[src/rtl/cpu_isa_pkg.sv]
package cpu_isa_pkg;

   // Basic widths
   localparam int WORD_W = 16;
   localparam int REG_W  = 3;
   localparam int OPC_W  = 5;

   // Data, address and instruction word
   typedef logic [WORD_W-1:0] word_t;
   // Register index
   typedef logic [REG_W-1:0]  reg_idx_t;

   // Register count follows the index width
   localparam int NUM_REGS = 2 ** REG_W;

   // Memory geometry, word addressed
   localparam int MEM_WORDS = 256;
   localparam int MEM_AW    = 8;
   typedef logic [MEM_AW-1:0] mem_idx_t;

   // Byte addressing, so one instruction is two bytes
   localparam word_t PC_STEP = 16'd2;

   // Field positions
   localparam int OPC_LSB = 11;
   localparam int RS_LSB  = 8;
   localparam int RT_LSB  = 5;
   localparam int RD_LSB  = 2;

   // Immediate widths per format
   localparam int IMM5_W  = 5;
   localparam int IMM8_W  = 8;
   localparam int IMM11_W = 11;

   // Opcodes in bits 15:11
   typedef enum logic [OPC_W-1:0] {
      OP_HALT = 5'b00000,
      OP_NOP  = 5'b00001,
      OP_J    = 5'b00100,
      OP_ADDI = 5'b01000,
      OP_BEQZ = 5'b01100,
      OP_BNEZ = 5'b01101,
      OP_ST   = 5'b10000,
      OP_LD   = 5'b10001,
      OP_LBI  = 5'b11000,
      OP_ADD  = 5'b11010,
      OP_SUB  = 5'b11011,
      OP_AND  = 5'b11100,
      OP_XOR  = 5'b11101,
      OP_SLT  = 5'b11110
   } opcode_t;

endpackage

[src/rtl/reg_file.sv]
`timescale 1ns/1ns

module reg_file
   import cpu_isa_pkg::*;
(
   input  logic     clk,
   input  logic     rst,
   input  reg_idx_t rs,
   input  reg_idx_t rt,
   input  logic     we,
   input  reg_idx_t wsel,
   input  word_t    wdata,
   output word_t    rs_val,
   output word_t    rt_val
);

   word_t regs [NUM_REGS];

   // All registers cleared on reset, R0 included
   always_ff @(posedge clk) begin
      if (rst) begin
         for (int i = 0; i < NUM_REGS; i++) begin
            regs[i] <= '0;
         end
      end else if (we) begin
         regs[wsel] <= wdata;
      end
   end

   // Reads come from the array
   // Write lands at the edge, next instruction sees it
   assign rs_val = regs[rs];
   assign rt_val = regs[rt];

endmodule

[config.mk]
export PLATFORM = sky130hd
export DESIGN_NAME = reg_file
export DESIGN_NICKNAME = d
export VERILOG_FILES = /design/src/rtl/cpu_isa_pkg.sv /design/src/rtl/reg_file.sv
export SDC_FILE = /design/constraint.sdc
export NUM_CORES = 1
export LEC_CHECK = 0
export ABC_CLOCK_PERIOD_IN_PS = 3210
export BUFFER_PORTS_ARGS = -buffer_cell sky130_fd_sc_hd__clkbuf_2
export CAP_MARGIN = 20
export CORE_ASPECT_RATIO = 0.6
export CORE_MARGIN = 2
export CORE_UTILIZATION = 55
export CTS_BUF_LIST = sky130_fd_sc_hd__clkbuf_16
export CTS_CLUSTER_DIAMETER = 40
export DETAILED_ROUTE_END_ITERATION = 7
export GPL_ROUTABILITY_DRIVEN = 1
export HOLD_SLACK_MARGIN = 0.05
export PLACE_DENSITY = 0.72
export SYNTH_ARGS = -nofsm -noshare
export SYNTH_HDL_FRONTEND = slang
export SYNTH_SLANG_ARGS = --single-unit
[constraint.sdc]
create_clock -name clk -period 3.21 [get_ports clk]
set_clock_uncertainty 0.15 [all_clocks]
set_input_delay 0.321 -clock clk [delete_from_list [all_inputs] [get_ports clk]]
set_output_delay 0.321 -clock clk [all_outputs]
set_load 0.03 [all_outputs]
==> results.toml <==
[layout]
nets = 512
utilization_pct = 64.79
largest_register_ffs = 128
drive_gt1_share_pct = 33.00
layoutNonFillerInstCount = 659
reg.largest.list = "regs: 128 flops"
largest_register = "regs"
diodes = 0
area_delta_synth_final_pct = 13.10
final_area_sq_mm = 0.007916

[sta]
slew_headroom_pct = 30.93
period_share_pct = 75.84
finalCriticalPeriod_ns = 2.434
rsz0062_at_grt = "no"
hold_viol = 0
finalSetupViolations = 0
worst_pin_slew_ns = 1.035
timing.final.ws_setup_ns = 0.7756
slew_viol_final = 0
setup-tns-final_ns = 0
max_freq_mhz = 410.8

[clocking]
cts.clk_slew.worst_paths_ns = 0.05
cts_tree = "yes"
cts_root_buf = "clkbuf_16"
cts_max_level = 4
cts_setup_buffers = 0
cts_hold_buf = 0
numCtsBuffers = 17
cts-resized-gates = 0
cts_buffer_depth = 2
cts.sinks = 128

[synthesis]
syn_area_sq_mm = 0.006999
synth_fp_nets = 458
ys.flop_type = "edfxtp_1"
postSynthCellCount = 430
ys_async_sr_fraction_pct = 0
yosys_register_bits = 128
synth_common_cells = "edfxtp_1, nor3_1, mux4_1, mux2_2, clkbuf_1"
synth_area_leaders = "edfxtp_1, mux4_1, nor3_1"
ys_types = 21
synth_largest_area_cell = "edfxtp_1"
synth_edf_count = 128
synth_top_area_share_pct = 54.92
synth.avg_cell_area_sq_um = 16.28
ys_seq_area_share_pct = 54.92
ys_warn_count = 0
yosysMostFrequentCell = "edfxtp_1"

[placed_design]
routabilityCongestion = 0.8097
portBuffers = 59
dp_hpwl_um = 10010
dpl_cell_area_sq_mm = 0.007432
dp_cells = 630
dp_slack_ns = 0.7767

[detailed_routing]
drc_errors = 0
wl_per_cell_um = 24.74
dr.pass1.iters = 5
via_per_inst = 6.587
drt_iter0_markers = 381
num_vias = 4341
wl_um = 16310
final_antenna_net_count = 0

[power]
p_leak_nw = 2.748
powerDensity_mw_per_mm2 = 536.6
ir_drop_mv = 0.4038

[global_route]
grt_max_degree = 62
grt_first_pass_wirelength_um = 24790
grt_use_total_pct = 25.21
grt_pass1_vias = 4312
grt-ovfl-total = 0
antenna_found_initial = 0

[min_path]
hp-class = "in2reg"

[die]
ioPinCount = 60
coreArea_sq_mm = 0.01222
die_area_sq_mm = 0.01367
rows = 31
die-height_um = 91.38
start_util_pct = 57.29
die_x_um = 149.6

[worst_setup_path]
end_kind = "primary output"
start_kind = "input pin"
cp_data_required_time_ns = 2.74
path_max_fanout = 22
crit_arrival_ns = 1.96
crit_type = "in2out"

[job]
cap_violations = 0

[status]
status = "finished clean"
[path summary, 6_finish.rpt]
| path | start | end | slack (ns) | depth (start not counted) |
|---|---|---|---|---|
| worst max-delay path | rs[0] | rs_val[1] | 0.78 | 5 |
| worst min-delay path | wdata[7] | regs[2][7] | 0.20 | 3 |
[critical path: stages]
cell	delay, ns
clkbuf_2	0.33
buf_12	0.26
mux4_1	0.57
mux2_2	0.29
clkbuf_2	0.18
[stage by stage]
stage	hold WS [ns]	power (W)
floorplan	0.5000	0.002478
global placement	0.6214	0.002656
detailed placement	0.6315	0.002671
CTS	0.1916	0.004257
global route	0.2183	0.004385
finish	0.1992	0.004248
[kinds of logic (layout without fill, tap and decap cells)]
kind of cell	Yosys count	count (layout)	synth area share (%)
AND/OR/NAND/NOR	134	134	10.14
flip-flops	128	128	54.92
AO/OA/AOI/OAI	8	8	0.8581
multiplexers	96	96	28.78
buffers and inverters	64	128	5.309
[cells in the final DEF, fill, tap and decap left out]
cell type	count
mux2_2	32
nand2_1	1
nand3b_1	1
clkbuf_2	59
buf_12	2
clkinvlp_4	2
nand2b_1	2
mux4_2	7
edfxtp_1	128
buf_4	21
o21bai_2	8
nor3_2	6
or2_2	1
clkinv_1	18
mux4_1	56
or3b_2	1
nor3_1	122
clkinv_2	5
inv_1	3
mux4_4	1
clkbuf_16	17
buf_8	1
[where the power goes]
group | internal, W | leakage (nW) | switching (W) | total (W)
clock | 0.000946 | 0.248 | 0.000663 | 0.00161
combinational | 0.000263 | 1.27 | 0.000378 | 0.000641
sequential | 0.00195 | 1.23 | 0.0000505 | 0.00200
[cell type report]
class	count	area (sq um)
multi-input cells	238	2814
clock inverters	12	58.81
repair buffers	83	508.0
well taps	165	206.4
flip-flops and latches	128	3844
inverters	16	60.06
clock buffers	17	425.4
fillers	864	4302
[layer usage]
metal	vias up	wire length [um]	global-route usage [%]
li1	1906	-	-
met1	2193	7009	36.58
met2	218	7621	38.80
met3	24	1448	4.874
met4	0	225	8.254
met5	-	0	0
(Power assumes the default switching activity.)
