## config.mk

```make
export PLATFORM = sky130hd
export DESIGN_NAME = alu
export DESIGN_NICKNAME = d
export VERILOG_FILES = /design/src/rtl/cpu_isa_pkg.sv /design/src/rtl/cpu_ctrl_pkg.sv /design/src/rtl/alu.sv
export SDC_FILE = /design/constraint.sdc
export NUM_CORES = 1
export LEC_CHECK = 0
export BUFFER_PORTS_ARGS = -buffer_cell sky130_fd_sc_hd__buf_4
export CAP_MARGIN = 5
export CORE_MARGIN = 1
export CORE_UTILIZATION = 59
export DETAILED_ROUTE_END_ITERATION = 8
export PLACE_DENSITY = 0.9
export SLEW_MARGIN = 20
export SYNTH_ARGS = -nofsm -noshare
export SYNTH_HDL_FRONTEND = slang
export SYNTH_SLANG_ARGS = --single-unit
```

## constraint.sdc

```tcl
create_clock -name vclk -period 7.5
set_clock_uncertainty 0.2 [all_clocks]
set_input_delay 1.125 -clock vclk [all_inputs]
set_output_delay 1.125 -clock vclk [all_outputs]
set_load 0.03 [all_outputs]
```

## src/rtl/cpu_isa_pkg.sv

```systemverilog
package cpu_isa_pkg;

   // Basic widths
   localparam int WORD_W = 16;
   localparam int REG_W  = 3;
   localparam int OPC_W  = 5;

   // Data, address and instruction word
   typedef logic [WORD_W-1:0] word_t;
   // Register index
   typedef logic [REG_W-1:0]  reg_idx_t;

   // Register count follows the index width
   localparam int NUM_REGS = 2 ** REG_W;

   // Memory geometry, word addressed
   localparam int MEM_WORDS = 256;
   localparam int MEM_AW    = 8;
   typedef logic [MEM_AW-1:0] mem_idx_t;

   // Byte addressing, so one instruction is two bytes
   localparam word_t PC_STEP = 16'd2;

   // Field positions
   localparam int OPC_LSB = 11;
   localparam int RS_LSB  = 8;
   localparam int RT_LSB  = 5;
   localparam int RD_LSB  = 2;

   // Immediate widths per format
   localparam int IMM5_W  = 5;
   localparam int IMM8_W  = 8;
   localparam int IMM11_W = 11;

   // Opcodes in bits 15:11
   typedef enum logic [OPC_W-1:0] {
      OP_HALT = 5'b00000,
      OP_NOP  = 5'b00001,
      OP_J    = 5'b00100,
      OP_ADDI = 5'b01000,
      OP_BEQZ = 5'b01100,
      OP_BNEZ = 5'b01101,
      OP_ST   = 5'b10000,
      OP_LD   = 5'b10001,
      OP_LBI  = 5'b11000,
      OP_ADD  = 5'b11010,
      OP_SUB  = 5'b11011,
      OP_AND  = 5'b11100,
      OP_XOR  = 5'b11101,
      OP_SLT  = 5'b11110
   } opcode_t;

endpackage

```

## src/rtl/cpu_ctrl_pkg.sv

```systemverilog
package cpu_ctrl_pkg;

   import cpu_isa_pkg::*;

   // ALU functions
   typedef enum logic [2:0] {
      ALU_ADD,
      ALU_SUB,
      ALU_AND,
      ALU_XOR,
      ALU_SLT,
      ALU_PASSB
   } alu_fn_t;

   // Write-back source
   typedef enum logic {
      WB_ALU,
      WB_MEM
   } wb_sel_t;

   // Control-flow kind
   typedef enum logic [1:0] {
      BR_NONE,
      BR_EQZ,
      BR_NEZ,
      BR_JUMP
   } br_kind_t;

   // Decoded control for one instruction
   typedef struct packed {
      alu_fn_t  alu_fn;
      logic     use_imm;
      logic     rf_we;
      wb_sel_t  wb_sel;
      logic     mem_we;
      br_kind_t br_kind;
      logic     halt;
   } ctrl_t;

   // Record of the retiring instruction
   typedef struct packed {
      logic     valid;
      word_t    pc;
      logic     rf_we;
      reg_idx_t rd;
      word_t    wd;
      logic     mem_we;
      word_t    mem_addr;
      word_t    mem_wd;
   } commit_t;

   // Instruction memory load port
   typedef struct packed {
      logic     we;
      mem_idx_t addr;
      word_t    data;
   } imem_load_t;

endpackage

```

## src/rtl/alu.sv

```systemverilog
`timescale 1ns/1ns

module alu
   import cpu_isa_pkg::*;
   import cpu_ctrl_pkg::*;
(
   input  word_t a,
   input  word_t rt_val,
   input  word_t imm,
   input  ctrl_t ctrl,
   output word_t result
);

   word_t b;

   // Operand B from immediate or Rt
   assign b = ctrl.use_imm ? imm : rt_val;

   always_comb begin
      case (ctrl.alu_fn)
         // Also the LD/ST address, Rs + imm
         ALU_ADD: result = a + b;
         ALU_SUB: result = a - b;
         ALU_AND: result = a & b;
         ALU_XOR: result = a ^ b;
         // Signed compare, result is 0 or 1
         ALU_SLT: begin
            if ($signed(a) < $signed(b)) begin
               result = 16'd1;
            end else begin
               result = 16'd0;
            end
         end
         // LBI passes the immediate
         ALU_PASSB: result = b;
         default: result = a + b;
      endcase
   end

endmodule

```

==> flow_summary.json <==
{
  "nNetsFinal": 490,
  "hold_class": "in2out",
  "area_growth_pct": 21.0,
  "nFlopsAndLatches": 0,
  "path_cells": "buf_4 > mux2_2 > ha_1 > inv_1 > fa_1 > o21bai_4 > a2111oi_2 > o21ai_2 > a21o_1 > a221oi_2 > o21ai_0 > a21o_1 > buf_4",
  "grt_setup_unrepaired": "no",
  "worst_path_max_delay_cell": "a2111oi_2",
  "setup_tns_ps": 0,
  "core_mm2": 0.00377,
  "dp_cells": 440,
  "cts_setup_buffers": 0,
  "max_slew_margin_pct": 40.1,
  "pre_cts_slack_ps": 2200,
  "synth_mux_area_share_pct": 12.0,
  "wl_per_cell_um": 16.5,
  "pin_count": 74,
  "postLayoutCoreUtil_pct": 76.4,
  "post_cts_resized": 0,
  "initial_core_util_pct": 63.1,
  "grt-ovfl-total": 0,
  "hpwlAfterDp_um": 5460,
  "vias": 2895,
  "setup_ws_ps": 2150,
  "netlist_instances": 340,
  "ys.warnings.count": 0,
  "leakage_nw": 1.44,
  "tightest_slew_ps": 895,
  "avgSynthCellArea_um2": 7.00,
  "seq_area_um2": 0,
  "fin_cells": 440,
  "cpPeakStageDelay_ps": 430,
  "die_w_um": 65.5,
  "layout-drive-gt1-share_pct": 21.9,
  "port_buffers": 68,
  "via_per_inst": 6.58,
  "syn_nets": 436,
  "grt_pass1_vias": 2540,
  "finalHoldViolations": 0,
  "cp.arrival_ps": 4020,
  "fin_area_mm2": 0.00288,
  "place_congestion": 0.958,
  "firstDrtPassIters": 4,
  "cap_violations": 0,
  "synth.top_cells.by_area": "ha_1 (19%), mux2i_1 (9.7%), inv_1 (6.1%)",
  "p_comb_share_pct": 100.0,
  "p_switching_mw": 0.185,
  "max_freq_ghz": 0.187,
  "grt_start_max_net_pins": 29,
  "critPathMaxFanout": 16,
  "drc": 0,
  "hold_ws_ps": 2550,
  "grt_util_all_layers_pct": 33.3,
  "clock_buffers": 0,
  "endpoint_kind": "output pin",
  "startpoint": "ctrl[6]",
  "synth_adder_area_share_pct": 20.6,
  "endpoint": "result[14]",
  "powerDensity_mw_per_mm2": 110,
  "fin_crit_ps": 5350,
  "min_period_over_period_pct": 71.3,
  "yosysTopAreaCellShare_pct": 18.9,
  "switching_share_pct": 58.5,
  "p_int_mw": 0.131,
  "antenna_cells": 0,
  "placed_area_mm2": 0.00288,
  "pwr-share-seq_pct": 0,
  "synth_xor_area_share_pct": 5.89,
  "status": "completed",
  "synth_top_family_by_area": "compound AO/OA/AOI/OAI gates",
  "fp-row-count": 22,
  "seq_area_frac_synth_pct": 0,
  "synthesis.area_mm2": 0.00238,
  "startpoint_type": "input pin",
  "required_ps": 6170,
  "synth_simple_gate_area_share_pct": 14.5,
  "p_total_mw": 0.316,
  "slew_violations": 0,
  "critical_path_class": "in2out",
  "dieArea_mm2": 0.00429,
  "die_y_um": 65.5,
  "clockPowerShare_pct": 0,
  "yosys.cell_count.top_type": "inv_1",
  "synth.distinct_cells": 56,
  "yosysTopAreaCell": "ha_1",
  "finalSetupViolations": 0,
  "ir_drop_uv": 70.2,
  "synth_compound_area_share_pct": 37.6,
  "routed_wl_um": 7250,
  "holdBufCountCts": 0,
  "synth_common_cells": "inv_1 (39), ha_1 (36), a21oi_1 (28)",
  "grt_pass1_wl_um": 11500,
  "drtAntennaViolNets": 0,
  "first_iter_violations": 304,
  "antenna_found_initial": 0
}
[cell usage in the layout (no fill, tap or decap), types with 6 or more instances in the layout]
cell,instances
nand3_1,6
o221ai_1,11
ha_1,36
nor2_1,23
o21ai_0,22
nor2b_1,6
o22ai_1,12
xnor2_1,11
mux2i_1,23
buf_4,69
nand2_1,27
a21oi_1,28
a21o_1,9
inv_1,39
[power groups by stage]
stage,Sequential (mW),Combinational [mW],Clock (mW)
5_1_grt,0,0.339,0
3_3_place_gp,0,0.301,0
2_1_floorplan,0,0.221,0
3_5_place_dp,0,0.308,0
6_report,0,0.316,0
4_1_cts,0,0.309,0
[routing by layer]
layer / global-route usage, % / vias up / routed length, um
met1: 45.4 / 1329 / 3210
met4: 6.25 / 0 / 89
met5: 0 / - / 0
met2: 58.4 / 187 / 3320
met3: 0.694 / 16 / 630
li1: - / 1363 / -
[logic make-up (layout without fill, tap and decap cells)]
group,after synthesis,after routing
simple gates,76,76
mux,28,28
xor+xnor,16,16
compound gates,126,126
fa+ha+maj,38,38
buf+inv,56,108
[critical path, delay by kind of cell]
kind | cells | cell delay [ps]
buffers and inverters | 3 | 520
multiplexers | 1 | 410
AO/OA/AOI/OAI | 7 | 1480
adder cells (fa/ha/maj) | 2 | 480
[cell type report]
type | count | area [um2]
fillers | 294 | 890
multi-input cells | 284 | 2160
well taps | 48 | 60.1
inverters | 39 | 146
repair buffers | 69 | 518
[worst min path at each step]
stage | start | endpoint | cells past startpoint
after floorplan | ctrl[9] | result[6] | 2
after global placement | ctrl[9] | result[0] | 4
after detailed placement | ctrl[9] | result[1] | 3
after CTS | ctrl[9] | result[1] | 3
after global routing | ctrl[9] | result[1] | 3
final | ctrl[9] | result[1] | 3
(Power assumes the default switching activity.)
