**src/rtl/cpu_isa_pkg.sv**
```systemverilog
package cpu_isa_pkg;

   // Basic widths
   localparam int WORD_W = 16;
   localparam int REG_W  = 3;
   localparam int OPC_W  = 5;

   // Data, address and instruction word
   typedef logic [WORD_W-1:0] word_t;
   // Register index
   typedef logic [REG_W-1:0]  reg_idx_t;

   // Register count follows the index width
   localparam int NUM_REGS = 2 ** REG_W;

   // Memory geometry, word addressed
   localparam int MEM_WORDS = 256;
   localparam int MEM_AW    = 8;
   typedef logic [MEM_AW-1:0] mem_idx_t;

   // Byte addressing, so one instruction is two bytes
   localparam word_t PC_STEP = 16'd2;

   // Field positions
   localparam int OPC_LSB = 11;
   localparam int RS_LSB  = 8;
   localparam int RT_LSB  = 5;
   localparam int RD_LSB  = 2;

   // Immediate widths per format
   localparam int IMM5_W  = 5;
   localparam int IMM8_W  = 8;
   localparam int IMM11_W = 11;

   // Opcodes in bits 15:11
   typedef enum logic [OPC_W-1:0] {
      OP_HALT = 5'b00000,
      OP_NOP  = 5'b00001,
      OP_J    = 5'b00100,
      OP_ADDI = 5'b01000,
      OP_BEQZ = 5'b01100,
      OP_BNEZ = 5'b01101,
      OP_ST   = 5'b10000,
      OP_LD   = 5'b10001,
      OP_LBI  = 5'b11000,
      OP_ADD  = 5'b11010,
      OP_SUB  = 5'b11011,
      OP_AND  = 5'b11100,
      OP_XOR  = 5'b11101,
      OP_SLT  = 5'b11110
   } opcode_t;

endpackage

```
**src/rtl/cpu_ctrl_pkg.sv**
```systemverilog
package cpu_ctrl_pkg;

   import cpu_isa_pkg::*;

   // ALU functions
   typedef enum logic [2:0] {
      ALU_ADD,
      ALU_SUB,
      ALU_AND,
      ALU_XOR,
      ALU_SLT,
      ALU_PASSB
   } alu_fn_t;

   // Write-back source
   typedef enum logic {
      WB_ALU,
      WB_MEM
   } wb_sel_t;

   // Control-flow kind
   typedef enum logic [1:0] {
      BR_NONE,
      BR_EQZ,
      BR_NEZ,
      BR_JUMP
   } br_kind_t;

   // Decoded control for one instruction
   typedef struct packed {
      alu_fn_t  alu_fn;
      logic     use_imm;
      logic     rf_we;
      wb_sel_t  wb_sel;
      logic     mem_we;
      br_kind_t br_kind;
      logic     halt;
   } ctrl_t;

   // Record of the retiring instruction
   typedef struct packed {
      logic     valid;
      word_t    pc;
      logic     rf_we;
      reg_idx_t rd;
      word_t    wd;
      logic     mem_we;
      word_t    mem_addr;
      word_t    mem_wd;
   } commit_t;

   // Instruction memory load port
   typedef struct packed {
      logic     we;
      mem_idx_t addr;
      word_t    data;
   } imem_load_t;

endpackage

```
**src/rtl/branch_unit.sv**
```systemverilog
`timescale 1ns/1ns

module branch_unit
   import cpu_isa_pkg::*;
   import cpu_ctrl_pkg::*;
(
   input  word_t    pc,
   input  word_t    rs_val,
   input  word_t    imm,
   input  br_kind_t kind,
   output logic     taken,
   output word_t    target
);

   logic rs_zero;

   assign rs_zero = (rs_val == '0);

   // Condition per control-flow kind
   always_comb begin
      case (kind)
         BR_EQZ:  taken = rs_zero;
         BR_NEZ:  taken = !rs_zero;
         BR_JUMP: taken = 1'b1;
         default: taken = 1'b0;
      endcase
   end

   // Offset counts instructions, so scale by 2
   assign target = pc + PC_STEP + (imm << 1);

endmodule

```
**config.mk**
```make
export PLATFORM = sky130hd
export DESIGN_NAME = branch_unit
export DESIGN_NICKNAME = d
export VERILOG_FILES = /design/src/rtl/cpu_isa_pkg.sv /design/src/rtl/cpu_ctrl_pkg.sv /design/src/rtl/branch_unit.sv
export SDC_FILE = /design/constraint.sdc
export NUM_CORES = 1
export LEC_CHECK = 0
export ABC_AREA = 1
export ABC_CLOCK_PERIOD_IN_PS = 5300
export BUFFER_PORTS_ARGS = -buffer_cell sky130_fd_sc_hd__buf_4
export CORE_ASPECT_RATIO = 0.8
export CORE_MARGIN = 3
export CORE_UTILIZATION = 35
export DETAILED_ROUTE_END_ITERATION = 16
export PLACE_DENSITY = 0.68
export SYNTH_ARGS = -nofsm -noshare
export SYNTH_HDL_FRONTEND = slang
export SYNTH_SLANG_ARGS = --single-unit
```
**constraint.sdc**
```tcl
create_clock -name vclk -period 5.3
set_clock_uncertainty 0.05 [all_clocks]
set_input_delay 1.59 -clock vclk [all_inputs]
set_output_delay 1.59 -clock vclk [all_outputs]
set_load 0.05 [all_outputs]
```
==> impl_results.md, run 1 <==
- Minimum clock period: 5010 ps
- VDD IR max: 0.121 mV
- Share of layout cells above drive strength 1: 0.322
- Die height: 55.3 um
- Number of antenna violations at the first check in global routing: 0
- Worst-margin pin slew: 189 ps
- Sequential Area: 0 sq um
- Global-route wire length before repair: 3.94 mm
- Design area: 0.00158 sq mm
- Routed WL: 2.44 mm
- Post-CTS Setup Bufs: 0
- TritonRoute pass-1 iters: 4
- Crit path cell chain: buf_4 > ha_1 > ha_1 > inv_1 > fa_1 > nor2_4 > nor2_4 > nor2_1 > nor2_2 > xnor2_1 > buf_4
- DP Wirelength: 2.32 mm
- PostCTS Resize Cnt: 0
- Fmax: 200 MHz
- Area Growth Syn to Fin: 49.0%
- Sequential element share of the synthesized area: 0
- Total Routing Usage GR: 0.126
- Crit Path Max Fanout: 4
- Worst rel slew slack: 0.874
- Commonest non-fill, non-tap cells in the layout: buf_4 (64), nand2_1 (52), inv_1 (30)
- WS Path Type: input port to output pin
- Slowest CP cell: fa_1
- Yosys cell types: 22
- Number of I/O port buffers: 64
- Hold_buf cts: 0
- Placed inst area: 0.00158 sq mm
- Pwr/cell area: 196 mW/mm^2
- Worst slack at placement: 299 ps
- Setup_tns: 0 ps
- Startpoint Class: input port
- Detail Route Antenna Nets: 0
- Iter 0 DRT Violations: 29
- Hold Vio Cnt, Final: 0
- Hold Crit Class: input port to output pin
- # DRC: 0
- Starting Density: 0.375
- Most common cell after layout, fill and taps aside: buf_4
- Yosys warns: 0
- Die Wd: 67.6 um
- WL/cell: 8.71 um
- Worst setup EP type: output pin
- CP max stage delay: 450 ps
- End of the worst hold path: target[0]
- Placement Rows: 17
- Count of final max-slew check failures: 0
- Core area: 0.00283 sq mm
- Nets: 322
- Fin crit share: 0.945
- Pin count of the biggest net entering global routing: 6
- Mean post-synth cell area: 5.93 sq um
- GP Congestion: 0.790
- Max cap viols: 0
- CP arrival: 3370 ps
- GRT overflow: 0
- Status: finished, final reports clean
- DR vias: 1,234
- Leak Pwr: 0.953 nW
- IO Pins: 67
- Die footprint: 0.00374 sq mm
- Routed vias/inst: 4.41
- Antenna Cells: 0
- Hold Path Origin: pc[0]
- RSZ-0062 raised after global routing: false
- Hold path depth: 0
- Vias in the first global route: 1,041
- Req. time, crit path: 3660 ps
- Seq cells: 0
- Worst setup margin: 291 ps
- Post-Syn Instances: 179
- CLK BUF: 0
- Setup-failing EPs final: 0
- Cell area after synthesis: 0.00106 sq mm
- Syn nets: 257
cell families (layout without fill, tap and decap cells):
family | after synthesis | after routing | share of synthesized area
simple gates | 99 | 99 | 0.412
buf+inv | 33 | 96 | 0.120
fa+ha+maj | 28 | 28 | 0.337
compound gates | 10 | 10 | 0.0565
xor+xnor | 9 | 9 | 0.0742
cells in the mapped netlist, types with 2 or more instances:
| cell | number | area, sq um |
|---|---|---|
| nand3_1 | 7 | 35.0 |
| nand4_1 | 5 | 31.3 |
| xor2_1 | 3 | 26.3 |
| a21oi_1 | 6 | 30.0 |
| nor2_4 | 2 | 22.5 |
| nand2_1 | 52 | 195 |
| inv_1 | 30 | 113 |
| inv_2 | 2 | 7.51 |
| ha_1 | 27 | 338 |
| xnor2_1 | 6 | 52.6 |
| nor2_1 | 23 | 86.3 |
| nand2_2 | 5 | 31.3 |
| nor2_2 | 2 | 12.5 |
routing by layer:
layer | vias to the layer above | part of all wire | track usage
met1 | 519 | 0.50 | 0.186
met5 | - | 0 | 0
met2 | 27 | 0.45 | 0.215
met4 | 0 | 0 | 0
li1 | 688 | - | -
met3 | 0 | 0.055 | 0.00203
critical path: cells and delay by family:
| kind | cells | cell delay, ps |
|---|---|---|
| buf+inv | 3 | 390 |
| simple gates | 4 | 380 |
| xor+xnor | 1 | 130 |
| fa+ha+maj | 3 | 880 |
through the flow:
| step | instances | power, W | hold WS [ps] | utilization |
|---|---|---|---|---|
| after floorplan | 179 | 0.000221 | 3300 | - |
| after global placement | 280 | 0.000310 | 3130 | 0.559 |
| after detailed placement | 280 | 0.000313 | 3130 | 0.559 |
| after CTS | 280 | 0.000314 | 3130 | 0.559 |
| after global routing | 280 | 0.000336 | 3130 | 0.559 |
| final | 280 | 0.000310 | 3130 | 0.559 |
layout make-up:
class                           count  area [sq um]
Fill cell                         315          1250
Tap cell                           38          47.5
Multi-Input combinational cell    146           935
Timing Repair Buffer               64           480
Inverter                           32           120
how the worst max path moves through the flow:
stage               startpoint    endpoint  slack, ps  cells past startpoint
detailed placement       pc[2]  target[10]        300                     11
global placement         pc[2]  target[10]        300                     11
finish                   pc[2]  target[10]        290                     11
global route             pc[2]  target[10]        170                     11
floorplan                pc[2]  target[10]         20                      9
CTS                      pc[2]  target[10]        280                     11
report_power, final:
| part | switching [W] | internal (W) | leakage (nW) |
|---|---|---|---|
| Combinational | 0.000199 | 0.000111 | 0.953 |
| Sequential | 0 | 0 | 0 |
| Clock | 0 | 0 | 0 |
No activity file was read; power rests on OpenSTA's default activity.
==> inputs of run 2 (changes only) <==
--- a/config.mk
+++ b/config.mk
@@ -5,14 +5,14 @@
 export SDC_FILE = /design/constraint.sdc
 export NUM_CORES = 1
 export LEC_CHECK = 0
-export ABC_AREA = 1
+export ABC_AREA = 0
 export ABC_CLOCK_PERIOD_IN_PS = 5300
 export BUFFER_PORTS_ARGS = -buffer_cell sky130_fd_sc_hd__buf_4
 export CORE_ASPECT_RATIO = 0.8
 export CORE_MARGIN = 3
 export CORE_UTILIZATION = 35
 export DETAILED_ROUTE_END_ITERATION = 16
-export PLACE_DENSITY = 0.68
+export PLACE_DENSITY = 0.71
 export SYNTH_ARGS = -nofsm -noshare
 export SYNTH_HDL_FRONTEND = slang
 export SYNTH_SLANG_ARGS = --single-unit
==> impl_results.md, run 2 <==
- Yosys warns: 0 (unchanged)
- Iter 0 DRT Violations: 29 (unchanged)
- Tot Pwr: 0.000345 W (+11%)
- Share of layout cells above drive strength 1: 0.481 (+0.159)
- Cell internal pwr: 0.000135 W (+22%)
- Comb power frac: 1.000 (about the same)
- Area Growth Syn to Fin: 73.1%
- Pin count of the biggest net entering global routing: 7 (+1)
- CP arrival: 3570 ps (+200 ps)
- Largest cells by area after synthesis: ha_1 (37%), xor2_1 (6.7%), inv_1 (4.9%)
- CP endpoint: target[15]
- Critical path origin: pc[8]
- RSZ-0062 raised after global routing: false
- VDD IR max: 0.106 mV (-12%)
- Core area: 0.00231 sq mm (-18%)
- Most common cell after layout, fill and taps aside: buf_4
- Global-route wire length before repair: 4.41 mm (+12%)
- DR vias: 1,111 (-10%)
- Commonest non-fill, non-tap cells in the layout: buf_4 (66), ha_1 (23), inv_1 (11)
- Worst-margin pin slew: 330 ps (+141 ps)
- IO Pins: 67 (unchanged)
- Post-synth top cells: ha_1 (27), inv_1 (12), a21oi_1 (8), nand2_1 (8), xor2_1 (7)
- M1 WL: 1.20 mm (-1.2%)
- Worst path depth: 9 (-2)
- Detail Route Antenna Nets: 0 (unchanged)
- Post-synth top area share: 0.370 (+0.0523)
- Hold Crit Class: input port to output pin
- Pwr/cell area: 219 mW/mm^2 (+12%)
- Die height: 51.7 um (-6.5%)
- DP Wirelength: 2.38 mm (+2.8%)
- Starting Density: 0.395 (+0.0196)
- Vias in the first global route: 1,110 (+6.6%)
- Crit Path Max Fanout: 5 (+1)
- WL/cell: 12.7 um (+46%)
- Crit path cell chain: buf_4 > ha_1 > ha_1 > a21oi_1 > o21ai_1 > a221oi_1 > nor2_1 > a211o_1 > buf_4
- GP Congestion: 0.735 (-7.0%)
- Placement Rows: 15 (-2)
- Setup-failing EPs final: 0 (unchanged)
- Status: finished, final reports clean
- Family with the most delay on the worst path: compound AO/OA/AOI/OAI gates
- Hold Vio Cnt, Final: 0 (unchanged)
- Slowest CP cell: ha_1
- Routed vias/inst: 5.12 (+16%)
- Sequential share of power: 0 (unchanged)
- Fmax: 192 MHz (-3.9%)
- Switching pwr: 0.000210 W (+5.5%)
- Sequential element share of the synthesized area: 0 (unchanged)
- Req. time, crit path: 3660 ps (about the same)
- Post-synth top area cell: ha_1
- Worst setup EP type: output pin
- Seq cells: 0 (unchanged)
- Metal3 WL: 170 um (+28%)
- Sequential Area: 0 sq um (unchanged)
- Total Routing Usage GR: 0.159 (+0.0334)
- Sw frac: 0.608 (-0.0342)
- Cell area after synthesis: 912 sq um (-14%)
- Die Wd: 63.1 um (-6.7%)
- WS Path Type: input port to output pin
- Number of I/O port buffers: 64 (unchanged)
- Leak Pwr: 0.830 nW (-13%)
- Yosys cell types: 37 (+68%)
- Top Layer Used: met3
- Antenna Cells: 0 (unchanged)
- Syn nets: 193 (-25%)
- Nets: 263 (-18%)
- Post-Syn Instances: 115 (-36%)
- WP buf/inv: 2 (-1)
- Fin crit share: 0.984 (+0.0388)
- Setup_tns: 0 ps (unchanged)
- TritonRoute pass-1 iters: 4 (unchanged)
- Most common cell in the netlist: ha_1
- Worst rel slew slack: 0.778 (-0.0958)
- # DRC: 0 (unchanged)
- CLK BUF: 0 (unchanged)
- Count of final max-slew check failures: 0 (unchanged)
- Routed wl met2: 1.39 mm (+27%)
- GRT overflow: 0 (unchanged)
- Number of antenna violations at the first check in global routing: 0 (unchanged)
- Clock Power Share: 0 (unchanged)
- Hold_buf cts: 0 (unchanged)
- CP max stage delay: 380 ps (-70 ps)
- Mean post-synth cell area: 7.93 sq um (+34%)
- Die footprint: 0.00326 sq mm (-13%)
- Final core utilization: 0.684 (+0.125)
- Routed WL: 2.76 mm (+13%)
- Startpoint Class: input port
- Minimum clock period: 5210 ps (+206 ps)
- Max cap viols: 0 (unchanged)
run 2: cell types whose count changed in the layout (fill, tap and decap cells not counted), moves of 5 or more:
cell     delta
nand2_2     -5
inv_1      -19
nor2_1     -20
nand2_1    -44
run 2: kinds of logic after synthesis:
group,Yosys count,share of synthesized area
and+or+nand+nor,33,0.196
AOI/OAI and AO/OA,29,0.236
adders and majority gates,28,0.392
buffers and inverters,13,0.0576
xor gates and xnor gates,11,0.106
muxes,1,0.0123
run 2: how the worst min path moves through the flow:
stage	endpoint	cells past startpoint	slack [ps]	start
2_1_floorplan	target[0]	1	3300	pc[0]
3_3_place_gp	target[0]	0	3130	pc[0]
3_5_place_dp	target[0]	0	3130	pc[0]
4_1_cts	target[0]	0	3130	pc[0]
5_1_grt	target[0]	0	3130	pc[0]
6_report	target[0]	0	3130	pc[0]
run 2: cell type report:
class                      count  area (sq um)
fill                         190           729
multi-input combinational    102           962
timing repair buffer          69           529
inverter                      12          45.0
tap                           34          42.5
run 2: timing repair:
item / 4_1_cts / 5_1_grt
endpoints found under the setup margin: 2 / 4
endpoints found under the hold margin: 0 / 0
gates resized for setup: 3 / 14
setup buffers: 0 / 0
pin swaps: 0 / 6
run 2: metrics by stage:
| stage | cell area, sq um | setup slack [ps] | instances | hold WS, ps |
|---|---|---|---|---|
| finish | 1580 | 85.7 | 217 | 3130 |
| detailed placement | 1500 | -16.2 | 217 | 3130 |
| global placement | 1500 | -1.42 | 217 | 3130 |
| floorplan | 942 | 10.4 | 115 | 3300 |
| CTS | 1510 | 19.2 | 217 | 3130 |
| global route | 1580 | 3.82 | 217 | 3130 |
run 2: power groups by stage:
stage | logic, W | registers, W | clock network [W]
4_1_cts | 0.000331 | 0 | 0
2_1_floorplan | 0.000224 | 0 | 0
3_5_place_dp | 0.000326 | 0 | 0
3_3_place_gp | 0.000321 | 0 | 0
6_report | 0.000345 | 0 | 0
5_1_grt | 0.000370 | 0 | 0
run 2: layer usage:
metal	up-vias	GRT usage
met4	0	0.00366
met3	0	0.0173
li1	565	-
met2	39	0.306
met1	507	0.203
met5	-	0
