`src/rtl/cpu_isa_pkg.sv`:
```
package cpu_isa_pkg;

   // Basic widths
   localparam int WORD_W = 16;
   localparam int REG_W  = 3;
   localparam int OPC_W  = 5;

   // Data, address and instruction word
   typedef logic [WORD_W-1:0] word_t;
   // Register index
   typedef logic [REG_W-1:0]  reg_idx_t;

   // Register count follows the index width
   localparam int NUM_REGS = 2 ** REG_W;

   // Memory geometry, word addressed
   localparam int MEM_WORDS = 256;
   localparam int MEM_AW    = 8;
   typedef logic [MEM_AW-1:0] mem_idx_t;

   // Byte addressing, so one instruction is two bytes
   localparam word_t PC_STEP = 16'd2;

   // Field positions
   localparam int OPC_LSB = 11;
   localparam int RS_LSB  = 8;
   localparam int RT_LSB  = 5;
   localparam int RD_LSB  = 2;

   // Immediate widths per format
   localparam int IMM5_W  = 5;
   localparam int IMM8_W  = 8;
   localparam int IMM11_W = 11;

   // Opcodes in bits 15:11
   typedef enum logic [OPC_W-1:0] {
      OP_HALT = 5'b00000,
      OP_NOP  = 5'b00001,
      OP_J    = 5'b00100,
      OP_ADDI = 5'b01000,
      OP_BEQZ = 5'b01100,
      OP_BNEZ = 5'b01101,
      OP_ST   = 5'b10000,
      OP_LD   = 5'b10001,
      OP_LBI  = 5'b11000,
      OP_ADD  = 5'b11010,
      OP_SUB  = 5'b11011,
      OP_AND  = 5'b11100,
      OP_XOR  = 5'b11101,
      OP_SLT  = 5'b11110
   } opcode_t;

endpackage

```
`src/rtl/cpu_ctrl_pkg.sv`:
```
package cpu_ctrl_pkg;

   import cpu_isa_pkg::*;

   // ALU functions
   typedef enum logic [2:0] {
      ALU_ADD,
      ALU_SUB,
      ALU_AND,
      ALU_XOR,
      ALU_SLT,
      ALU_PASSB
   } alu_fn_t;

   // Write-back source
   typedef enum logic {
      WB_ALU,
      WB_MEM
   } wb_sel_t;

   // Control-flow kind
   typedef enum logic [1:0] {
      BR_NONE,
      BR_EQZ,
      BR_NEZ,
      BR_JUMP
   } br_kind_t;

   // Decoded control for one instruction
   typedef struct packed {
      alu_fn_t  alu_fn;
      logic     use_imm;
      logic     rf_we;
      wb_sel_t  wb_sel;
      logic     mem_we;
      br_kind_t br_kind;
      logic     halt;
   } ctrl_t;

   // Record of the retiring instruction
   typedef struct packed {
      logic     valid;
      word_t    pc;
      logic     rf_we;
      reg_idx_t rd;
      word_t    wd;
      logic     mem_we;
      word_t    mem_addr;
      word_t    mem_wd;
   } commit_t;

   // Instruction memory load port
   typedef struct packed {
      logic     we;
      mem_idx_t addr;
      word_t    data;
   } imem_load_t;

endpackage

```
`src/rtl/commit_stage.sv`:
```
`timescale 1ns/1ns

module commit_stage
   import cpu_isa_pkg::*;
   import cpu_ctrl_pkg::*;
(
   input  logic     clk,
   input  logic     rst,
   input  ctrl_t    ctrl,
   input  reg_idx_t rd_sel,
   input  word_t    alu_out,
   input  word_t    mem_rdata,
   input  word_t    rt_val,
   input  logic     taken,
   input  word_t    target,
   output word_t    pc,
   output logic     rf_we,
   output word_t    wd,
   output logic     mem_we,
   output commit_t  commit,
   output logic     halted
);

   logic  valid;
   word_t pc_next;

   // Something retires every cycle out of reset until halt
   assign valid  = !rst && !halted;
   assign rf_we  = valid && ctrl.rf_we;
   assign mem_we = valid && ctrl.mem_we;

   // Write-back source
   assign wd = (ctrl.wb_sel == WB_MEM) ? mem_rdata : alu_out;

   // Branch target or sequential
   assign pc_next = taken ? target : pc + PC_STEP;

   always_ff @(posedge clk) begin
      if (rst) begin
         pc     <= '0;
         halted <= 1'b0;
      end else if (valid) begin
         // pc parks on the HALT
         if (ctrl.halt) begin
            halted <= 1'b1;
         end else begin
            pc <= pc_next;
         end
      end
   end

   // Retire record for the current pc
   always_comb begin
      commit.valid    = valid;
      commit.pc       = pc;
      commit.rf_we    = rf_we;
      commit.rd       = rd_sel;
      commit.wd       = wd;
      commit.mem_we   = mem_we;
      commit.mem_addr = alu_out;
      commit.mem_wd   = rt_val;
   end

endmodule

```
`config.mk`:
```
export PLATFORM = sky130hd
export DESIGN_NAME = commit_stage
export DESIGN_NICKNAME = d
export VERILOG_FILES = /design/src/rtl/cpu_isa_pkg.sv /design/src/rtl/cpu_ctrl_pkg.sv /design/src/rtl/commit_stage.sv
export SDC_FILE = /design/constraint.sdc
export NUM_CORES = 1
export LEC_CHECK = 0
export BUFFER_PORTS_ARGS = -buffer_cell sky130_fd_sc_hd__buf_4
export CAP_MARGIN = 20
export CELL_PAD_IN_SITES_DETAIL_PLACEMENT = 0
export CELL_PAD_IN_SITES_GLOBAL_PLACEMENT = 1
export CORE_ASPECT_RATIO = 1.4
export CORE_MARGIN = 8
export CORE_UTILIZATION = 21
export DETAILED_ROUTE_END_ITERATION = 8
export HOLD_SLACK_MARGIN = 0.12
export PLACE_DENSITY_LB_ADDON = 0.1
export SETUP_SLACK_MARGIN = 0.3
export SKIP_LAST_GASP = 1
export SLEW_MARGIN = 20
export SYNTH_ARGS = -nofsm -noshare
export SYNTH_HDL_FRONTEND = slang
export SYNTH_SLANG_ARGS = --single-unit
export TNS_END_PERCENT = 50
```
`constraint.sdc`:
```
create_clock -name clk -period 2.2 [get_ports clk]
set_clock_uncertainty 0.05 [all_clocks]
set_input_delay 0.11 -clock clk [delete_from_list [all_inputs] [get_ports clk]]
set_output_delay 0.11 -clock clk [all_outputs]
set_load 0.02 [all_outputs]
```
==> results by group, run 1 <==
Setup path
  • Setup crit end kind: register
  • Crit Path Class: reg2reg
  • Internal reg-to-reg setup slack: 0.39 ns
  • Start point of the critical path: pc[5]
  • Path depth of the worst reg2reg path: 4
  • Required time of the worst setup path: approximately 2.3 ns
  • Worst reg2reg endpoint: pc[10]
  • Crit Path Max Fanout: 9
  • CP Data Arrival Time: around 1.9 ns
  • FF-to-FF Start: pc[5]
  • Critical path launch point type: register

Drt
  • Router iterations before antenna repair: 3
  • DRC Markers: 0
  • Via count of the routed design: about 1700
  • Post-DRT Antenna Nets: 0
  • Starting DRT DRC Count: 34
  • Routed wirelength normalized by instance count: approximately 16 µm
  • Via density per instance: about 4.4
  • Total wirelength of the detailed-routed design: around 6400 µm

Placement
  • Count of placed standard cells including taps: 378
  • Number of input and output port buffers inserted: 140
  • Placer congestion estimate: between 0.7 and 0.8
  • Post-DP HPWL: between 5000 and 6000 µm
  • Placement Setup Slack: between 0.3 and 0.4 ns
  • Post-DP Area: about 0.0023 mm²

Final layout
  • Syn-to-layout area delta: 51.44%
  • Finished Cell Area: approximately 0.0025 mm²
  • Fraction of layout cells with a size suffix above 1: roughly 58%
  • Number of fill cells: approximately 840
  • Final design utilization: about 33%
  • Post-Layout Cell Count: between 300 and 400
  • Number of inserted diodes: 0
  • Combined flip-flop and latch cell area: around 340 µm²
  • Area of combinational cells with multiple inputs: roughly 750 µm²
  • Final Net Count: ~380

Synthesis
  • Share of synthesized area occupied by flip-flops and latches: between 20% and 30%
  • Netlist area before placement: about 0.0017 mm²
  • Number of warning messages in the yosys log: 0
  • Asr flop ratio synth: 0%
  • #FFs+latches synth: 17
  • Count of flip-flops with a built-in enable after synthesis: 0
  • Mean Syn Cell Area: approximately 7.9 µm²
  • Area share of the leading cell type in the synthesized netlist: between 30% and 40%
  • Distinct cell type count after synthesis: 38
  • Most area-consuming cells after synthesis: buf_4 (32%), dfxtp_1 (21%), mux2_2 (11%)
  • Top_reg_cell synth: dfxtp_1
  • Cell taking the most area after synthesis: buf_4
  • Synthesized Nets: just under 300
  • Number of cells produced by synthesis: roughly 210

GRT
  • Number of global-route vias before repair: approximately 1800
  • Global route hottest layer: met2
  • Total Routing Usage GR: between 10 and 15%
  • Overall overflow remaining after global route: 0
  • Met3 capacity usage during global routing: between 4 and 5%
  • Maximum number of pins on one net before global-route repair: 30
  • Initial antenna violation count: 0
  • Global-route wire length before repair: 9839 µm
  • Met1 track utilization from global routing: between 10% and 20%
  • Global-route met2 utilization: between 10% and 20%

Power
  • Clk network pwr share: between 20% and 30%
  • Net load switching power: approximately 0.39 mW
  • Internal: ~0.69 mW
  • Share of total power in sequential cells: roughly a third
  • Peak supply drop: about 0.00020 V
  • Sw Ratio: a little over a third
  • Total chip power: around 1.1 mW
  • Power density over the cells: 432.7 mW/mm²
  • Fraction of power consumed by combinational cells: around 45%
  • Leakage power of the design: about 1.2 nW

Floorplanning
  • Standard-cell row count: 38
  • Initial Util: between 20 and 25%
  • Die ar.: about 0.011 mm²
  • Die outline height: approximately 120 µm
  • Horizontal extent of the die: about 90 µm
  • Core area: a little under 0.008 mm²
  • Total I/O pin count: between 150 and 200

Timing
  • Transition time of the tightest slew-check pin: between 0.4 and 0.5 ns
  • Slew Viols, Final: 0
  • Fin. Hold Viols: 0
  • Final critical delay including setup and external delays: about 1.8 ns
  • Setup repair after global routing missed its margin: true
  • Relative max-transition margin: 69.01%
  • Hold slack: 0.1420 ns
  • Max Fclk: between 0.5 and 0.6 GHz
  • Fraction of the cycle the final worst path needs: roughly 80%
  • Setup TNS: 0 ns
  • Worst-case setup margin in the final layout: ~0.4 ns
  • Final setup violation count: 0

Job
  • Maxcap violations: 0

Worst hold path
  • Hold worst-path end: pc[3]
  • Origin of the worst min-delay path: target[3]
  • Hold/Removal Path Class: in2reg
  • Count of cells along the worst hold path: 3

Status
  • Status: finished clean

Clock tree
  • Clock slew at reported path FFs: about 0.070 ns
  • Root Driver: clkbuf_8
  • CTS tree: done
  • H-tree lvl count: 1
  • Number of sinks driven by the clock tree: 17
  • Worst skew pair latency: roughly 0.26 ns
  • Clk buf depth: 2
  • Number of clock buffers inserted by TritonCTS: 3
[logic make-up after synthesis]
family                     after synthesis  synth area share, %
buffers and inverters                   82                34.44
and+or+nand+nor                         53                16.62
AOI/OAI and AO/OA                       39                15.03
muxes                                   18                12.08
DFF                                     17                20.54
xor gates and xnor gates                 1               0.5288
adders and majority gates                1               0.7552
[flip-flops by register name, indices dropped and copies added (netlist names)]
signal	count
halted	1
pc	16
[how the worst max path moves through the flow]
stage	end	slack, ns
floorplan	pc[9]	0.36
global placement	pc[9]	0.34
detailed placement	pc[9]	0.31
CTS	pc[10]	0.35
global route	pc[10]	0.29
finish	pc[10]	0.39
[cell usage in the layout (no fill, tap or decap), drive strengths merged, types with 2 or more instances in the layout]
cell	count
o2bb2ai	2
dlygate4sd3	14
or3	4
clkbuf	4
inv	4
nand2	13
nand3	8
mux2	16
nor2	9
and2	2
nand4	2
nor4	5
dfxtp	17
nor3	4
mux2i	2
o21ai	16
a22oi	3
buf	145
a21oi	7
a32oi	4
[worst max-delay path, stage by stage, from the launching register on]
cell,delay (ns)
dfxtp_1,0.52
nand3_2,0.23
or2_4,0.31
or3_1,0.35
a32o_1,0.26
[layout make-up]
class                   instances  area share (%)
flip-flops and latches         17           13.72
clock buffers                   4           1.796
well taps                     100           4.988
multi-input cells             112           29.93
inverters                       4          0.5985
repair buffers                159           48.98
[synthesized netlist by cell type, types with 2 or more instances]
master / number
nand4_1: 2
nand2_1: 13
a22oi_1: 3
inv_1: 4
buf_4: 70
nand3_1: 7
nor3_1: 4
o2bb2ai_1: 2
or3_1: 3
mux2i_1: 2
nor4_1: 5
a32oi_1: 4
mux2_2: 16
dfxtp_1: 17
o21ai_0: 15
nor2_1: 9
and2_1: 2
a21oi_1: 7
clkbuf_1: 7
[routing by layer]
| layer | vias to the layer above | part of all wire [%] | wire, µm |
|---|---|---|---|
| li1 | 843 | - | - |
| met3 | 5 | 11 | 699 |
| met2 | 104 | 48 | 3102 |
| met4 | 0 | 0.98 | 63 |
| met5 | - | 0 | 0 |
| met1 | 792 | 40 | 2562 |
[repair_timing]
action                                  in CTS  in global routing
buffers inserted                             0                  0
endpoints found under the setup margin       1                  2
hold buffers                                14                  0
endpoints found under the hold margin       13                  0
gates resized for setup                      1                  3
[power by group through the flow]
stage	clock [mW]	sequential, mW	combinational, mW
2_1_floorplan	0	0.370	0.322
3_3_place_gp	0	0.357	0.478
3_5_place_dp	0	0.358	0.475
4_1_cts	0.261	0.351	0.495
5_1_grt	0.267	0.356	0.520
6_report	0.250	0.351	0.485
Power figures use the tool's default switching activity.
==> run 2: changes to the inputs <==
- CORE_UTILIZATION: 21 -> 19
- clock period: 2.2 -> 1.6 ns (I/O delays scaled with it)
==> results by group, run 2 (same netlist as run 1, synthesis figures left out) <==
Setup path
  • Required time of the worst setup path: 1.69 ns (-0.61 ns)
  • Standard cell with the maximum stage delay on the critical path: dfxtp_4
  • Critical path's top delay family: simple AND/OR/NAND/NOR gates
  • Setup crit end kind: register
  • Buffers and inverters on the worst path: 0 (unchanged)
  • Crit Path Max Fanout: 7 (-2)
  • Critical path's largest stage delay: 0.38 ns (-0.14 ns)
  • Crit Path Class: reg2reg
  • Critical-path cell list: nand3_4 -> or2_4 -> or3_1 -> a32o_1
  • CP Data Arrival Time: 1.59 ns (-0.33 ns)
  • Critical path launch point type: register

GRT
  • Overall overflow remaining after global route: 0 (unchanged)
  • Maximum number of pins on one net before global-route repair: 30 (unchanged)
  • Number of global-route vias before repair: 2032 (+9.9%)
  • Total Routing Usage GR: 11.25% (+0.33 points)
  • Initial antenna violation count: 0 (unchanged)
  • Global-route wire length before repair: 10920 µm (+11%)

Job
  • Maxcap violations: 0 (unchanged)

Final layout
  • Combined flip-flop and latch cell area: 374.1 µm² (+8.7%)
  • Final Net Count: 424 (+12%)
  • Regs by FF count: pc: 16 flops, halted: 1 flops
  • Number of inserted diodes: 0 (unchanged)
  • Commonest non-fill, non-tap cells in the layout: buf_4 (167), dlygate4sd3_1 (35), mux2_2 (16)
  • Post-Layout Cell Count: 447 (+13%)
  • Finished Cell Area: 0.003110 mm² (+24%)
  • Syn-to-layout area delta: 87.76%
  • Area of combinational cells with multiple inputs: 847.1 µm² (+13%)
  • Flip-flop count of the largest register, all copies and words added: 16 (unchanged)
  • Fraction of layout cells with a size suffix above 1: 63.74% (+6.0 points)
  • Most common library cell in the layout ignoring fill and taps: buf_4
  • Number of fill cells: 885 (+5.5%)
  • Register with the most flip-flops: pc

Timing
  • Relative max-transition margin: 75.38% (+6.4 points)
  • Fraction of the cycle the final worst path needs: 93.72% (+11 points)
  • Max Fclk: 0.6669 GHz (+21%)
  • Setup TNS: 0 ns (unchanged)
  • Final setup violation count: 0 (unchanged)
  • Transition time of the tightest slew-check pin: 0.3665 ns (-0.09838 ns)
  • Worst-case setup margin in the final layout: 0.1005 ns (-0.2885 ns)
  • Final critical delay including setup and external delays: 1.500 ns (-0.3115 ns)
  • Slew Viols, Final: 0 (unchanged)
  • Setup repair after global routing missed its margin: true
  • Fin. Hold Viols: 0 (unchanged)

Placement
  • Placer congestion estimate: 0.7234 (-4.5%)
  • Post-DP HPWL: 5651 µm (+7.9%)
  • Count of placed standard cells including taps: 394 (+4.2%)
  • Placement Setup Slack: 0.06710 ns (-0.2440 ns)
  • Post-DP Area: 0.002487 mm² (+7.5%)
  • Number of input and output port buffers inserted: 140 (unchanged)

Clock tree
  • Clk buf depth: 2 (unchanged)
  • Root Driver: clkbuf_16
  • H-tree lvl count: 1 (unchanged)
  • Number of clock buffers inserted by TritonCTS: 3 (unchanged)
  • Worst skew pair latency: 0.25 ns (about the same)
  • CTS tree: done
  • Number of sinks driven by the clock tree: 17 (unchanged)
  • Clock slew at reported path FFs: 0.06 ns (about the same)

Floorplanning
  • Standard-cell row count: 40 (+5.3%)
  • Total I/O pin count: 185 (unchanged)
  • Die ar.: 0.01200 mm² (+8.9%)
  • Initial Util: 19.47% (-2.0 points)
  • Horizontal extent of the die: 94.92 µm (+4.2%)
  • Core area: 0.008508 mm² (+10%)
  • Die outline height: 126.5 µm (+4.5%)

Worst hold path
  • Hold/Removal Path Class: in2reg

Power
  • Leakage power of the design: 1.428 nW (+22%)
  • Power density over the cells: 578.8 mW/mm² (+34%)
  • Peak supply drop: 0.0002694 V (+37%)

Drt
  • Router iterations before antenna repair: 4 (+1)
  • DRC Markers: 0 (unchanged)
  • Via count of the routed design: 1922 (+10%)
  • Via density per instance: 4.300 (-2.4%)
  • Total wirelength of the detailed-routed design: 7287 µm (+13%)
  • Routed wirelength normalized by instance count: 16.30 µm (+0.41%)
  • Post-DRT Antenna Nets: 0 (unchanged)
  • Starting DRT DRC Count: 33 (-2.9%)

Status
  • Status: finished clean
==> run 2: worst reg2reg max path, cell delays in order, from the launching register on <==
cell and delay (ns):
dfxtp_4 0.38, nand3_4 0.13, or2_4 0.31, or3_1 0.31, a32o_1 0.21
==> run 2: power by group <==
group,switching [mW],internal (mW),leakage [nW],total [mW]
combinational,0.410,0.408,1.24,0.818
clock,0.181,0.335,0.0409,0.516
sequential,0.0261,0.441,0.146,0.467
total,0.617,1.18,1.43,1.80
==> run 2: area by class of cell <==
class                   instances  share of cell area, %
flip-flops and latches         17                  12.03
repair buffers                205                  53.46
multi-input cells             112                  27.23
clock inverters                 1                 0.1609
inverters                       4                 0.4827
clock buffers                   3                  2.414
well taps                     105                  4.224
==> run 2: path summary, 6_finish.rpt <==
check | depth (start not counted) | slack, ns | from | to
worst max-delay path | 4 | 0.10 | pc[7] | pc[10]
worst min-delay path | 4 | 0.15 | target[12] | pc[12]
worst max register to register | 4 | 0.10 | pc[7] | pc[10]
worst min register to register | 2 | 0.45 | pc[0] | pc[0]
==> run 2: repair_timing <==
action / 4_1_cts / 5_1_grt
buffers inserted: 6 / 7
setup endpoints to repair: 12 / 20
resized for setup: 5 / 12
pin swaps: 7 / 6
gates cloned: 1 / 0
hold buffers: 35 / 0
endpoints found under the hold margin: 34 / 0
==> run 2: metrics by stage <==
step	power (mW)	hold slack [ns]	util, %
2_1_floorplan	0.9567	0.1613	-
3_3_place_gp	1.171	0.1101	29.24
3_5_place_dp	1.167	0.1101	29.24
4_1_cts	1.825	0.1556	35.56
5_1_grt	1.907	0.1780	36.56
6_report	1.800	0.1485	36.56
==> run 2: metal layers <==
layer / share of wire [%] / global-route usage (%)
met1: 35 / 11.53
met2: 50 / 21.02
met3: 14 / 3.778
met4: 0.58 / 2.491
met5: 0 / 0
